[src/pmpChecker_settings.svh]
// sizing for the PMP checker; PMP_ENTRIES must stay within 1..16 so an index fits PMP_IDX_BITS
`default_nettype none

`ifndef PMP_CHECKER_SETTINGS_SVH
`define PMP_CHECKER_SETTINGS_SVH

////////////////////////////////////////////////////////////////////////////
// address and entry sizing
////////////////////////////////////////////////////////////////////////////

// physical address width in bits, address registers hold bits [PA-1:2]
`define PMP_PA_BITS 34

// number of PMP entries in the register file and decoder row
`define PMP_ENTRIES 8

// width of an entry index carried in a request and in the response
`define PMP_IDX_BITS 4

`endif

`default_nettype wire

[src/pmpPkg.sv]
// shared PMP types; the reserved cfg bits are stored as written and carry no meaning here
`include "pmpChecker_settings.svh"
`default_nettype none

package pmpPkg;

  // address matching mode, encoding as in the privileged spec
  typedef enum logic [1:0] {
    OFF   = 2'd0,
    TOR   = 2'd1,
    NA4   = 2'd2,
    NAPOT = 2'd3
  } pmpAdrModeE;

  // kind of access being checked
  typedef enum logic [1:0] {
    READ  = 2'd0,
    WRITE = 2'd1,
    EXEC  = 2'd2
  } pmpAccessE;

  // request opcodes on the four-phase port
  typedef enum logic [1:0] {
    CHECK = 2'd0,
    WRCFG = 2'd1,
    WRADR = 2'd2
  } pmpOpE;

  // one entry's 8-bit configuration, top bit first
  typedef struct packed {
    logic       lock;
    logic [1:0] rsvd;
    pmpAdrModeE mode;
    logic       exec;
    logic       write;
    logic       read;
  } pmpCfgT;

  // one request; wdata is an address register value or a cfg byte in bits [7:0]
  typedef struct packed {
    pmpOpE                    op;
    logic [`PMP_IDX_BITS-1:0] index;
    logic [`PMP_PA_BITS-3:0]  wdata;
    logic [`PMP_PA_BITS-1:0]  addr;
    pmpAccessE                access;
    logic                     machine;
  } pmpReqT;

  // result of one address decoder
  typedef struct packed {
    logic match;
    logic lock;
    logic exec;
    logic write;
    logic read;
  } pmpEntryResT;

  // answer sent back with ack
  typedef struct packed {
    logic                     allowed;
    logic                     matched;
    logic [`PMP_IDX_BITS-1:0] matchIdx;
  } pmpRespT;

endpackage

`default_nettype wire

[src/pmpCsrFile.sv]
// PMP cfg and address registers; only reset clears a lock, out-of-range indices are dropped
`timescale 1ns/1ns
`include "pmpChecker_settings.svh"
`default_nettype none

module pmpCsrFile import pmpPkg::*; (
  input  logic                                       clk,
  input  logic                                       rst,
  input  logic                                       wrEn,
  input  pmpOpE                                      op,
  input  logic [`PMP_IDX_BITS-1:0]                   index,
  input  logic [`PMP_PA_BITS-3:0]                    wdata,
  output pmpCfgT [`PMP_ENTRIES-1:0]                  cfg,
  output logic   [`PMP_ENTRIES-1:0][`PMP_PA_BITS-3:0] adr
);

  // per-entry decode of the incoming write
  logic [`PMP_ENTRIES-1:0] hit;
  logic [`PMP_ENTRIES-1:0] nextTorLock;
  logic [`PMP_ENTRIES-1:0] cfgWe;
  logic [`PMP_ENTRIES-1:0] adrWe;

  ////////////////////////////////////////////////////////////////////////////
  // write enables with lock rules
  ////////////////////////////////////////////////////////////////////////////

  for (genvar i = 0; i < `PMP_ENTRIES; i++) begin : gWe
    // entry selected by the strobed index
    assign hit[i] = wrEn && (index == `PMP_IDX_BITS'(i));

    // a locked TOR entry above also freezes this entry's address,
    // since it forms the bottom of that locked range
    if (i < `PMP_ENTRIES - 1) begin : gNext
      assign nextTorLock[i] = cfg[i+1].lock && (cfg[i+1].mode == TOR);
    end else begin : gLast
      // last entry has nobody above it
      assign nextTorLock[i] = 1'b0;
    end

    // own lock blocks both kinds of write
    assign cfgWe[i] = hit[i] && (op == WRCFG) && !cfg[i].lock;
    assign adrWe[i] = hit[i] && (op == WRADR) && !cfg[i].lock && !nextTorLock[i];
  end

  ////////////////////////////////////////////////////////////////////////////
  // register storage
  ////////////////////////////////////////////////////////////////////////////

  // all entries come out of reset OFF with no permissions and a zero address
  always_ff @(posedge clk) begin
    if (rst) begin
      cfg <= '0;
      adr <= '0;
    end else begin
      for (int i = 0; i < `PMP_ENTRIES; i++) begin
        // cfg byte lives in the low bits of wdata
        if (cfgWe[i]) begin
          cfg[i] <= pmpCfgT'(wdata[7:0]);
        end
        // address register takes the full word
        if (adrWe[i]) begin
          adr[i] <= wdata;
        end
      end
    end
  end

endmodule

`default_nettype wire

[src/pmpAdrDec.sv]
// one PMP entry decoder; the access size is not checked, a straddling access is judged by its first byte
`timescale 1ns/1ns
`include "pmpChecker_settings.svh"
`default_nettype none

module pmpAdrDec import pmpPkg::*; (
  input  logic [`PMP_PA_BITS-1:0] addr,
  input  pmpCfgT                  cfg,
  input  logic [`PMP_PA_BITS-3:0] adr,
  input  logic                    geIn,
  output logic                    geOut,
  output pmpEntryResT             res
);

  logic [`PMP_PA_BITS-1:0] adrFull;
  logic                    addrLt;
  logic                    torMatch;
  logic [`PMP_PA_BITS-3:0] napotMask;
  logic [`PMP_PA_BITS-1:0] naMask;
  logic                    naMatch;
  logic                    match;

  ////////////////////////////////////////////////////////////////////////////
  // top of range
  ////////////////////////////////////////////////////////////////////////////

  // register holds byte address bits [PA-1:2]
  assign adrFull = {adr, 2'b00};

  // unsigned compare against this entry's bound
  assign addrLt = addr < adrFull;

  // handed up the chain as the lower bound of the next entry
  assign geOut = !addrLt;

  // between the previous bound (inclusive) and ours (exclusive)
  assign torMatch = geIn && addrLt;

  ////////////////////////////////////////////////////////////////////////////
  // naturally aligned regions
  ////////////////////////////////////////////////////////////////////////////

  // t trailing ones give a run of t+1 ones here
  assign napotMask = adr ^ (adr + 1'b1);

  // NA4 keeps only the byte offset, NAPOT widens it to 2^(t+3) bytes
  assign naMask = {(cfg.mode == NAPOT) ? napotMask : '0, 2'b11};

  // upper bits outside the mask must agree with the register
  assign naMatch = ((addr ^ adrFull) & ~naMask) == '0;

  // mode select, OFF never matches
  always_comb begin
    case (cfg.mode)
      TOR:        match = torMatch;
      NA4, NAPOT: match = naMatch;
      default:    match = 1'b0;
    endcase
  end

  // lock and permission bits pass straight through
  assign res.match = match;
  assign res.lock  = cfg.lock;
  assign res.exec  = cfg.exec;
  assign res.write = cfg.write;
  assign res.read  = cfg.read;

endmodule

`default_nettype wire

[src/pmpPrioritySel.sv]
// PMP priority selector; lowest matching index wins, machine mode bypasses unlocked entries
`timescale 1ns/1ns
`include "pmpChecker_settings.svh"
`default_nettype none

module pmpPrioritySel import pmpPkg::*; (
  input  pmpEntryResT [`PMP_ENTRIES-1:0] ent,
  input  pmpAccessE                      access,
  input  logic                           machine,
  output pmpRespT                        resp
);

  // winning entry and its index
  pmpEntryResT              selEnt;
  logic                     anyMatch;
  logic [`PMP_IDX_BITS-1:0] selIdx;
  logic                     permit;

  // scan from the top down so the lowest match is the last one written
  always_comb begin
    selEnt   = '0;
    anyMatch = 1'b0;
    selIdx   = '0;
    for (int i = `PMP_ENTRIES - 1; i >= 0; i--) begin
      if (ent[i].match) begin
        selEnt   = ent[i];
        anyMatch = 1'b1;
        selIdx   = i[`PMP_IDX_BITS-1:0];
      end
    end
  end

  // pick the permission bit for this access type
  always_comb begin
    case (access)
      READ:    permit = selEnt.read;
      WRITE:   permit = selEnt.write;
      EXEC:    permit = selEnt.exec;
      default: permit = 1'b0;
    endcase
  end

  ////////////////////////////////////////////////////////////////////////////
  // final decision
  ////////////////////////////////////////////////////////////////////////////

  always_comb begin
    resp.matched  = anyMatch;
    resp.matchIdx = selIdx;
    if (!anyMatch) begin
      // no entry: machine passes, user is denied
      resp.allowed = machine;
    end else if (machine && !selEnt.lock) begin
      // unlocked entries do not restrict machine mode
      resp.allowed = 1'b1;
    end else begin
      resp.allowed = permit;
    end
  end

endmodule

`default_nettype wire

[src/pmpChecker.sv]
// PMP checker top; one request in flight over a four-phase req/ack port, writes answer with all zeros
`timescale 1ns/1ns
`include "pmpChecker_settings.svh"
`default_nettype none

module pmpChecker import pmpPkg::*; (
  input  logic    clk,
  input  logic    rst,
  input  logic    req,
  input  pmpReqT  reqData,
  output logic    ack,
  output pmpRespT resp
);

  // handshake states
  typedef enum logic [1:0] {
    IDLE = 2'd0,
    BUSY = 2'd1,
    DONE = 2'd2
  } stateE;

  stateE state;

  // accepted request, held until the next one is taken
  pmpReqT reqQ;

  logic    isWrite;
  logic    wrStrobe;
  pmpRespT selResp;
  pmpRespT respQ;

  // register file outputs
  pmpCfgT [`PMP_ENTRIES-1:0]                  cfg;
  logic   [`PMP_ENTRIES-1:0][`PMP_PA_BITS-3:0] adr;

  // decoder row, chain bit i feeds entry i
  logic        [`PMP_ENTRIES:0]   geChain;
  pmpEntryResT [`PMP_ENTRIES-1:0] entRes;

  ////////////////////////////////////////////////////////////////////////////
  // four-phase handshake FSM
  ////////////////////////////////////////////////////////////////////////////

  // IDLE takes req, BUSY evaluates for one cycle, DONE holds ack until req drops
  always_ff @(posedge clk) begin
    if (rst) begin
      state <= IDLE;
      respQ <= '0;
    end else begin
      case (state)
        IDLE: begin
          if (req) begin
            state <= BUSY;
          end
        end
        BUSY: begin
          state <= DONE;
          // writes never report a match or a grant
          respQ <= isWrite ? '0 : selResp;
        end
        DONE: begin
          // back-pressure: stay here with resp frozen
          if (!req) begin
            state <= IDLE;
          end
        end
        default: state <= IDLE;
      endcase
    end
  end

  // request payload, captured as it is accepted
  always_ff @(posedge clk) begin
    if (state == IDLE && req) begin
      reqQ <= reqData;
    end
  end

  // ack is a decoded register bit, low in IDLE and BUSY
  assign ack  = (state == DONE);
  assign resp = respQ;

  // write opcodes strobe the register file during the BUSY cycle only
  assign isWrite  = (reqQ.op == WRCFG) || (reqQ.op == WRADR);
  assign wrStrobe = (state == BUSY) && isWrite;

  ////////////////////////////////////////////////////////////////////////////
  // register file
  ////////////////////////////////////////////////////////////////////////////

  pmpCsrFile csr0 (
    .clk   (clk),
    .rst   (rst),
    .wrEn  (wrStrobe),
    .op    (reqQ.op),
    .index (reqQ.index),
    .wdata (reqQ.wdata),
    .cfg   (cfg),
    .adr   (adr)
  );

  ////////////////////////////////////////////////////////////////////////////
  // decoder row and selection
  ////////////////////////////////////////////////////////////////////////////

  // entry 0 has an implicit lower bound of address zero
  assign geChain[0] = 1'b1;

  for (genvar i = 0; i < `PMP_ENTRIES; i++) begin : gDec
    pmpAdrDec dec (
      .addr  (reqQ.addr),
      .cfg   (cfg[i]),
      .adr   (adr[i]),
      .geIn  (geChain[i]),
      .geOut (geChain[i+1]),
      .res   (entRes[i])
    );
  end

  // reads register contents before any same-cycle write lands
  pmpPrioritySel sel0 (
    .ent     (entRes),
    .access  (reqQ.access),
    .machine (reqQ.machine),
    .resp    (selResp)
  );

endmodule

`default_nettype wire

[config.mk]
export PLATFORM = sky130hd
export DESIGN_NAME = pmpChecker
export DESIGN_NICKNAME = d
export VERILOG_FILES = /design/src/pmpPkg.sv /design/src/pmpCsrFile.sv /design/src/pmpAdrDec.sv /design/src/pmpPrioritySel.sv /design/src/pmpChecker.sv
export VERILOG_INCLUDE_DIRS = /design/src /design/src/src
export SDC_FILE = /design/constraint.sdc
export NUM_CORES = 1
export LEC_CHECK = 0
export ABC_AREA = 1
export ABC_CLOCK_PERIOD_IN_PS = 13900
export BUFFER_PORTS_ARGS = -buffer_cell sky130_fd_sc_hd__clkbuf_2
export CAP_MARGIN = 20
export CORE_UTILIZATION = 35
export DETAILED_ROUTE_END_ITERATION = 10
export PLACE_DENSITY = 0.53
export SLEW_MARGIN = 20
export SYNTH_ARGS = -nofsm -noshare
export SYNTH_HDL_FRONTEND = slang
export SYNTH_SLANG_ARGS = --single-unit
[constraint.sdc]
create_clock -name clk -period 13.9 [get_ports clk]
set_input_delay 1.39 -clock clk [delete_from_list [all_inputs] [get_ports clk]]
set_output_delay 1.39 -clock clk [all_outputs]
set_load 0.05 [all_outputs]
==> impl_metrics.ini, run 1 <==
[synthesis]
netlist_area_mm2 = 0.0266
synth_top_area_share_pct = 23.4
yosysUniqueCellTypes = 58
async_reset_ff_share_pct = 0
synth_top_area_cell = dfxtp_1
synth_area_per_cell_um2 = 6.91
ys_warn_count = 0
synth-seq-cells = 384
synth.most_common_cell = nand2_1
synth_nets = 4196
synth_common_cells = nand2_1 (744), nor2_1 (666), inv_1 (584)
synth_area_leaders = dfxtp_1 (23%), ha_1 (13%), nand2_1 (10%), nor2_1 (9.4%), edfxtp_1 (8.2%)
synth_cells = 3850
synth_seq_area_share_pct = 31.6
synth_edf_count = 73
ys.flop_type = dfxtp_1

[final_layout]
drive_gt1_share_pct = 7.39
syn_to_final_growth_pct = 11.3
fin_util_pct = 39.6
final_cells = 4911
nets = 4247

[detailed_routing]
drc = 0
wire_per_inst_um = 20.5
drt-initial-drc-count = 1877
ant_nets = 0
viasPerCell = 5.20
wl_um = 101000
detail_route.first_pass.iterations = 6
via_count = 25561

[setup_path]
end_kind = register
r2r_end = resp[5]$_SDFFE_PP0N_
r2r_start = reqQ[23]$_DFFE_PP_
r2r.worst_path.cells = 15
crit_arrival_ps = 4480
cp-start-kind = register
crit_type = reg -> reg
path_max_fanout = 8
critical_path_required_ps = 14330
r2r_slack_ps = 9860

[die]
row_count = 100
dieArea_mm2 = 0.0771
die_h_um = 278
io_pins = 85
core-area_mm2 = 0.0748
die_w_um = 278
initial_core_util_pct = 35.6

[place]
portBuffers = 81
gp_congestion = 0.957
hpwl_um = 71900
dp_cells = 4820

[timing]
tightest_slew_ps = 1160
period_share_pct = 29.1
setup_viol = 0
slew_viol_final = 0
timing.fmax_mhz = 247
hold_violations = 0
fin_setup_tns_ps = 0
max_slew_margin_pct = 22.7
post-route-min-period_ps = 4040
rsz0062_at_grt = false
skew_ps = 40.9

[clock_network]
cts_root_buf = clkbuf_16
cts_setup_buffers = 0
clk_pin_slew_ps = 60
cts_buffers = 47
cts_resized = 0
h-tree-depth = 2
cts_hold_buf = 0
insertion_delay_ps = 630
cts_buffer_depth = 3
clock_sinks = 384
tritoncts = done

[power]
power_density_mw_per_mm2 = 93.5
p_leak_nw = 11.1
irDropWorstVdd_mv = 0.0965

[grt]
first_global_vias = 24609
antenna_found_initial = 4
grt_pass1_wl_um = 151000
grt_max_degree = 149
track_usage_pct = 26.1
grt_overflow = 0

[hold_path]
hold_depth = 2
hold_start = csr0.cfg[2]$_SDFFE_PP0P_
holdCritPathClass = reg -> reg
holdPathEnd = csr0.cfg[2]$_SDFFE_PP0P_

[run_status]
status = finished, final reports clean

[flow_run]
maxCapViolCount = 0
[per-layer routing]
| metal | routed length [µm] | GRT usage, % |
|---|---|---|
| met1 | 46800 | 36.4 |
| met2 | 43200 | 40.8 |
| met3 | 6460 | 3.02 |
| met4 | 4340 | 10.4 |
| met5 | 0 | 0 |
[critical path, stage by stage, from the launching register on]
cell and delay, ps:
edfxtp_1 1080, ha_1 410, nand2_1 100, inv_1 40, a221oi_1 250, o21ai_0 110, a21oi_1 520, a21oi_1 170
nand2_1 100, nand2_2 130, nor2_1 270, nand2_1 80, o21ai_0 360, inv_1 80, nand2_1 90, a21oi_2 50
[cells in the final DEF, fill, tap and decap left out, types with 15 or more instances in the layout]
cell | netlist | routed
nand3_2 | 14 | 15
o22ai_1 | 19 | 19
nand2_1 | 744 | 744
a211oi_1 | 285 | 285
inv_2 | 15 | 15
nor3_1 | 89 | 88
edfxtp_1 | 73 | 73
o21ai_0 | 71 | 71
inv_1 | 584 | 584
o21bai_1 | 28 | 28
clkbuf_2 | 0 | 80
nor4_1 | 29 | 29
nand4_1 | 55 | 55
nor2_1 | 666 | 666
buf_4 | 3 | 24
nand3_1 | 130 | 129
ha_1 | 268 | 268
clkbuf_16 | 0 | 47
nor2_2 | 30 | 30
dfxtp_1 | 311 | 311
a21oi_1 | 189 | 189
[worst max-delay path by stage]
stage                                      end  cells after the start                from  slack [ps]
after floorplan              reqQ[0]$_DFFE_PP_                      2                 req        6930
after global placement    resp[5]$_SDFFE_PP0N_                     16   reqQ[8]$_DFFE_PP_        9870
after detailed placement  resp[5]$_SDFFE_PP0N_                     16   reqQ[8]$_DFFE_PP_        9860
after CTS                 resp[5]$_SDFFE_PP0N_                     16   reqQ[8]$_DFFE_PP_        9850
after global routing      resp[5]$_SDFFE_PP0N_                     16   reqQ[8]$_DFFE_PP_        9640
final                     resp[5]$_SDFFE_PP0N_                     15  reqQ[23]$_DFFE_PP_        9860
[metrics by stage]
stage                     instance area, µm²  power, W  hold slack (ps)  setup WS (ps)
after floorplan                        26600   0.00137              435           6930
after global placement                 28000   0.00151              450           9870
after detailed placement               28000   0.00151              453           9860
after CTS                              29600   0.00279              462           9850
after global routing                   29600   0.00287              474           9640
final                                  29600   0.00277              459           9860
[power breakdown]
| group | switching (W) | leakage (nW) | internal (W) | total [W] |
|---|---|---|---|---|
| Clock | 0.000537 | 0.769 | 0.000739 | 0.00128 |
| Sequential | 0.0000850 | 3.20 | 0.00116 | 0.00124 |
| Combinational | 0.000160 | 7.11 | 0.0000916 | 0.000252 |
[area by class of cell]
class                           instances  area [µm²]
Antenna cell                            2        5.00
Clock buffer                           63        1310
Clock inverter                         25         277
Fill cell                            8082       45200
Inverter                              605        2270
Multi-Input combinational cell       2757       15500
Sequential cell                       384        8420
Tap cell                              969        1210
Timing Repair Buffer                  106         611
[logic make-up after synthesis]
group / after synthesis / synth area share (%)
other: 1 / 0.0141
DFF: 384 / 31.6
and+or+nand+nor: 1817 / 29.1
xor gates and xnor gates: 4 / 0.132
AOI/OAI and AO/OA: 667 / 16.4
adders and majority gates: 268 / 12.6
buffers and inverters: 709 / 10.1
[state kept, by name, indices dropped and copies added, names as in the netlist]
| name | flops |
|---|---|
| csr0.adr | 256 |
| reqQ | 73 |
| csr0.cfg | 48 |
| resp | 5 |
| state | 2 |
Note: power is estimated with default switching activity, not from simulation.
==> run 2, diff against run 1 <==
ABC_CLOCK_PERIOD_IN_PS = 3900   (was 13900)
clock period = 3.9 ns   (was 13.9 ns; I/O delays follow)
==> impl_metrics.ini, run 2 (same netlist as run 1, synthesis figures left out) <==
[grt]
grt_max_degree = 113
grt_pass1_wl_um = 152000
track_usage_pct = 26.1
grt_overflow = 0
antenna_found_initial = 7
first_global_vias = 24817

[setup_path]
cp-start-kind = register
critical_path_required_ps = 4360
slowest_stage = edfxtp_1
path_max_fanout = 9
crit_type = reg -> reg
end_kind = register
r2r_slack_ps = 330
crit_arrival_ps = 4030
path_cells = ha_1 -> inv_1 -> nor3_1 -> nand3_1 -> nor3_1 -> a21oi_1 -> nand4_1 -> nand2_4 -> nor2_1 -> nand2_1 -> o21ai_0 -> buf_4 -> inv_1 -> nand2_1 -> a21oi_2
critPathMaxStageDelay_ps = 700

[final_layout]
seqCellArea_mm2 = 0.00842
layout_common_cells = nand2_1 (744), nor2_1 (666), inv_1 (584)
reg_top3 = csr0.adr x256, reqQ x73, csr0.cfg x48
nets = 4376
drive_gt1_share_pct = 8.63
multi_input_area_mm2 = 0.0155
largest_register_ffs = 256
fin_util_pct = 41.3
final_common_cell = nand2_1
syn_to_final_growth_pct = 16.3
nFillCells = 7922
top_register = csr0.adr

[detailed_routing]
detail_route.first_pass.iterations = 7
wire_per_inst_um = 20.2
drt-initial-drc-count = 2015
wl_um = 102000
drc = 0
via_count = 26120
ant_nets = 0
viasPerCell = 5.18

[timing]
tightest_slew_ps = 1060
rsz0062_at_grt = false
timing.fmax_mhz = 280
slew_viol_final = 0
whs_ps = 39.8
period_share_pct = 91.5
skew_ps = 22.5
post-route-min-period_ps = 3570
hold_violations = 0
setup_viol = 0
max_slew_margin_pct = 29.3
layout_setup_ws_ps = 331
fin_setup_tns_ps = 0

[place]
place_ws_ps = 371
gp_congestion = 0.964
portBuffers = 81
hpwl_um = 74500

[power]
power_density_mw_per_mm2 = 326
p_leak_nw = 11.7
irDropWorstVdd_mv = 0.384
p_total_w = 0.0101

[hold_path]
holdCritPathClass = in -> reg

[clock_network]
insertion_delay_ps = 600
cts_setup_buffers = 0
tritoncts = done
clock_sinks = 384
clk_pin_slew_ps = 60
cts_buffer_depth = 3
cts_buffers = 46
cts_root_buf = clkbuf_16
h-tree-depth = 2

[die]
initial_core_util_pct = 35.6
die_h_um = 278
row_count = 100
dieArea_mm2 = 0.0771
die_w_um = 278
io_pins = 85
core-area_mm2 = 0.0748

[run_status]
status = finished, final reports clean

[flow_run]
maxCapViolCount = 0
==> run 2: cell types whose count changed in the layout (fill, tap and decap cells not counted), sizes merged <==
cell         previous run  this run
clkbuf                143       151
dlygate4sd3             0        72
diode                   2         1
buf                    26        84
bufinv                  4         3
clkinv                 21        12
==> run 2: worst max-delay path, delay by kind of cell (launching register included) <==
| family | cells | cell delay, ps |
|---|---|---|
| compound gates | 3 | 540 |
| fa+ha+maj | 1 | 420 |
| buf+inv | 3 | 240 |
| flops | 1 | 700 |
| simple gates | 8 | 1530 |
==> run 2: cell type report <==
class / instances / share of cell area, %
antenna: 1 / 0.00809
clock buffer: 71 / 4.69
clock inverter: 15 / 0.546
inverter: 605 / 7.35
multi-input combinational: 2757 / 50.2
sequential: 384 / 27.2
tap: 969 / 3.92
timing repair buffer: 236 / 6.06
==> run 2: metal layers <==
metal	global-route usage, %	part of all wire (%)
met5	0	0
met2	41.5	44
met3	2.91	6.0
met4	12.0	4.9
met1	35.3	45
==> run 2: final timing paths <==
path,end,cells after the start,from
max,resp[5]$_SDFFE_PP0N_,15,reqQ[33]$_DFFE_PP_
min,state[1]$_SDFFE_PP0P_,3,req
max reg2reg,resp[5]$_SDFFE_PP0N_,15,reqQ[33]$_DFFE_PP_
min reg2reg,resp[2]$_SDFFE_PP0N_,2,resp[2]$_SDFFE_PP0N_
==> run 2: where the power goes <==
group          total, W  switching, W  internal (W)
combinational   0.00111      0.000683      0.000427
sequential      0.00434      0.000222       0.00412
clock           0.00463       0.00187       0.00276
==> run 2: per-stage QoR <==
| stage | cells | instance area (µm²) |
|---|---|---|
| floorplan | 3850 | 26600 |
| global placement | 4877 | 28500 |
| detailed placement | 4878 | 28600 |
| CTS | 5036 | 30900 |
| global route | 5037 | 30900 |
| finish | 5038 | 30900 |
==> run 2: timing repair <==
| item | in CTS | in global routing |
|---|---|---|
| resized for setup | 0 | 1 |
| hold buffers | 72 | 0 |
| endpoints found under the setup margin | 0 | 1 |
| hold endpoints to repair | 72 | 0 |
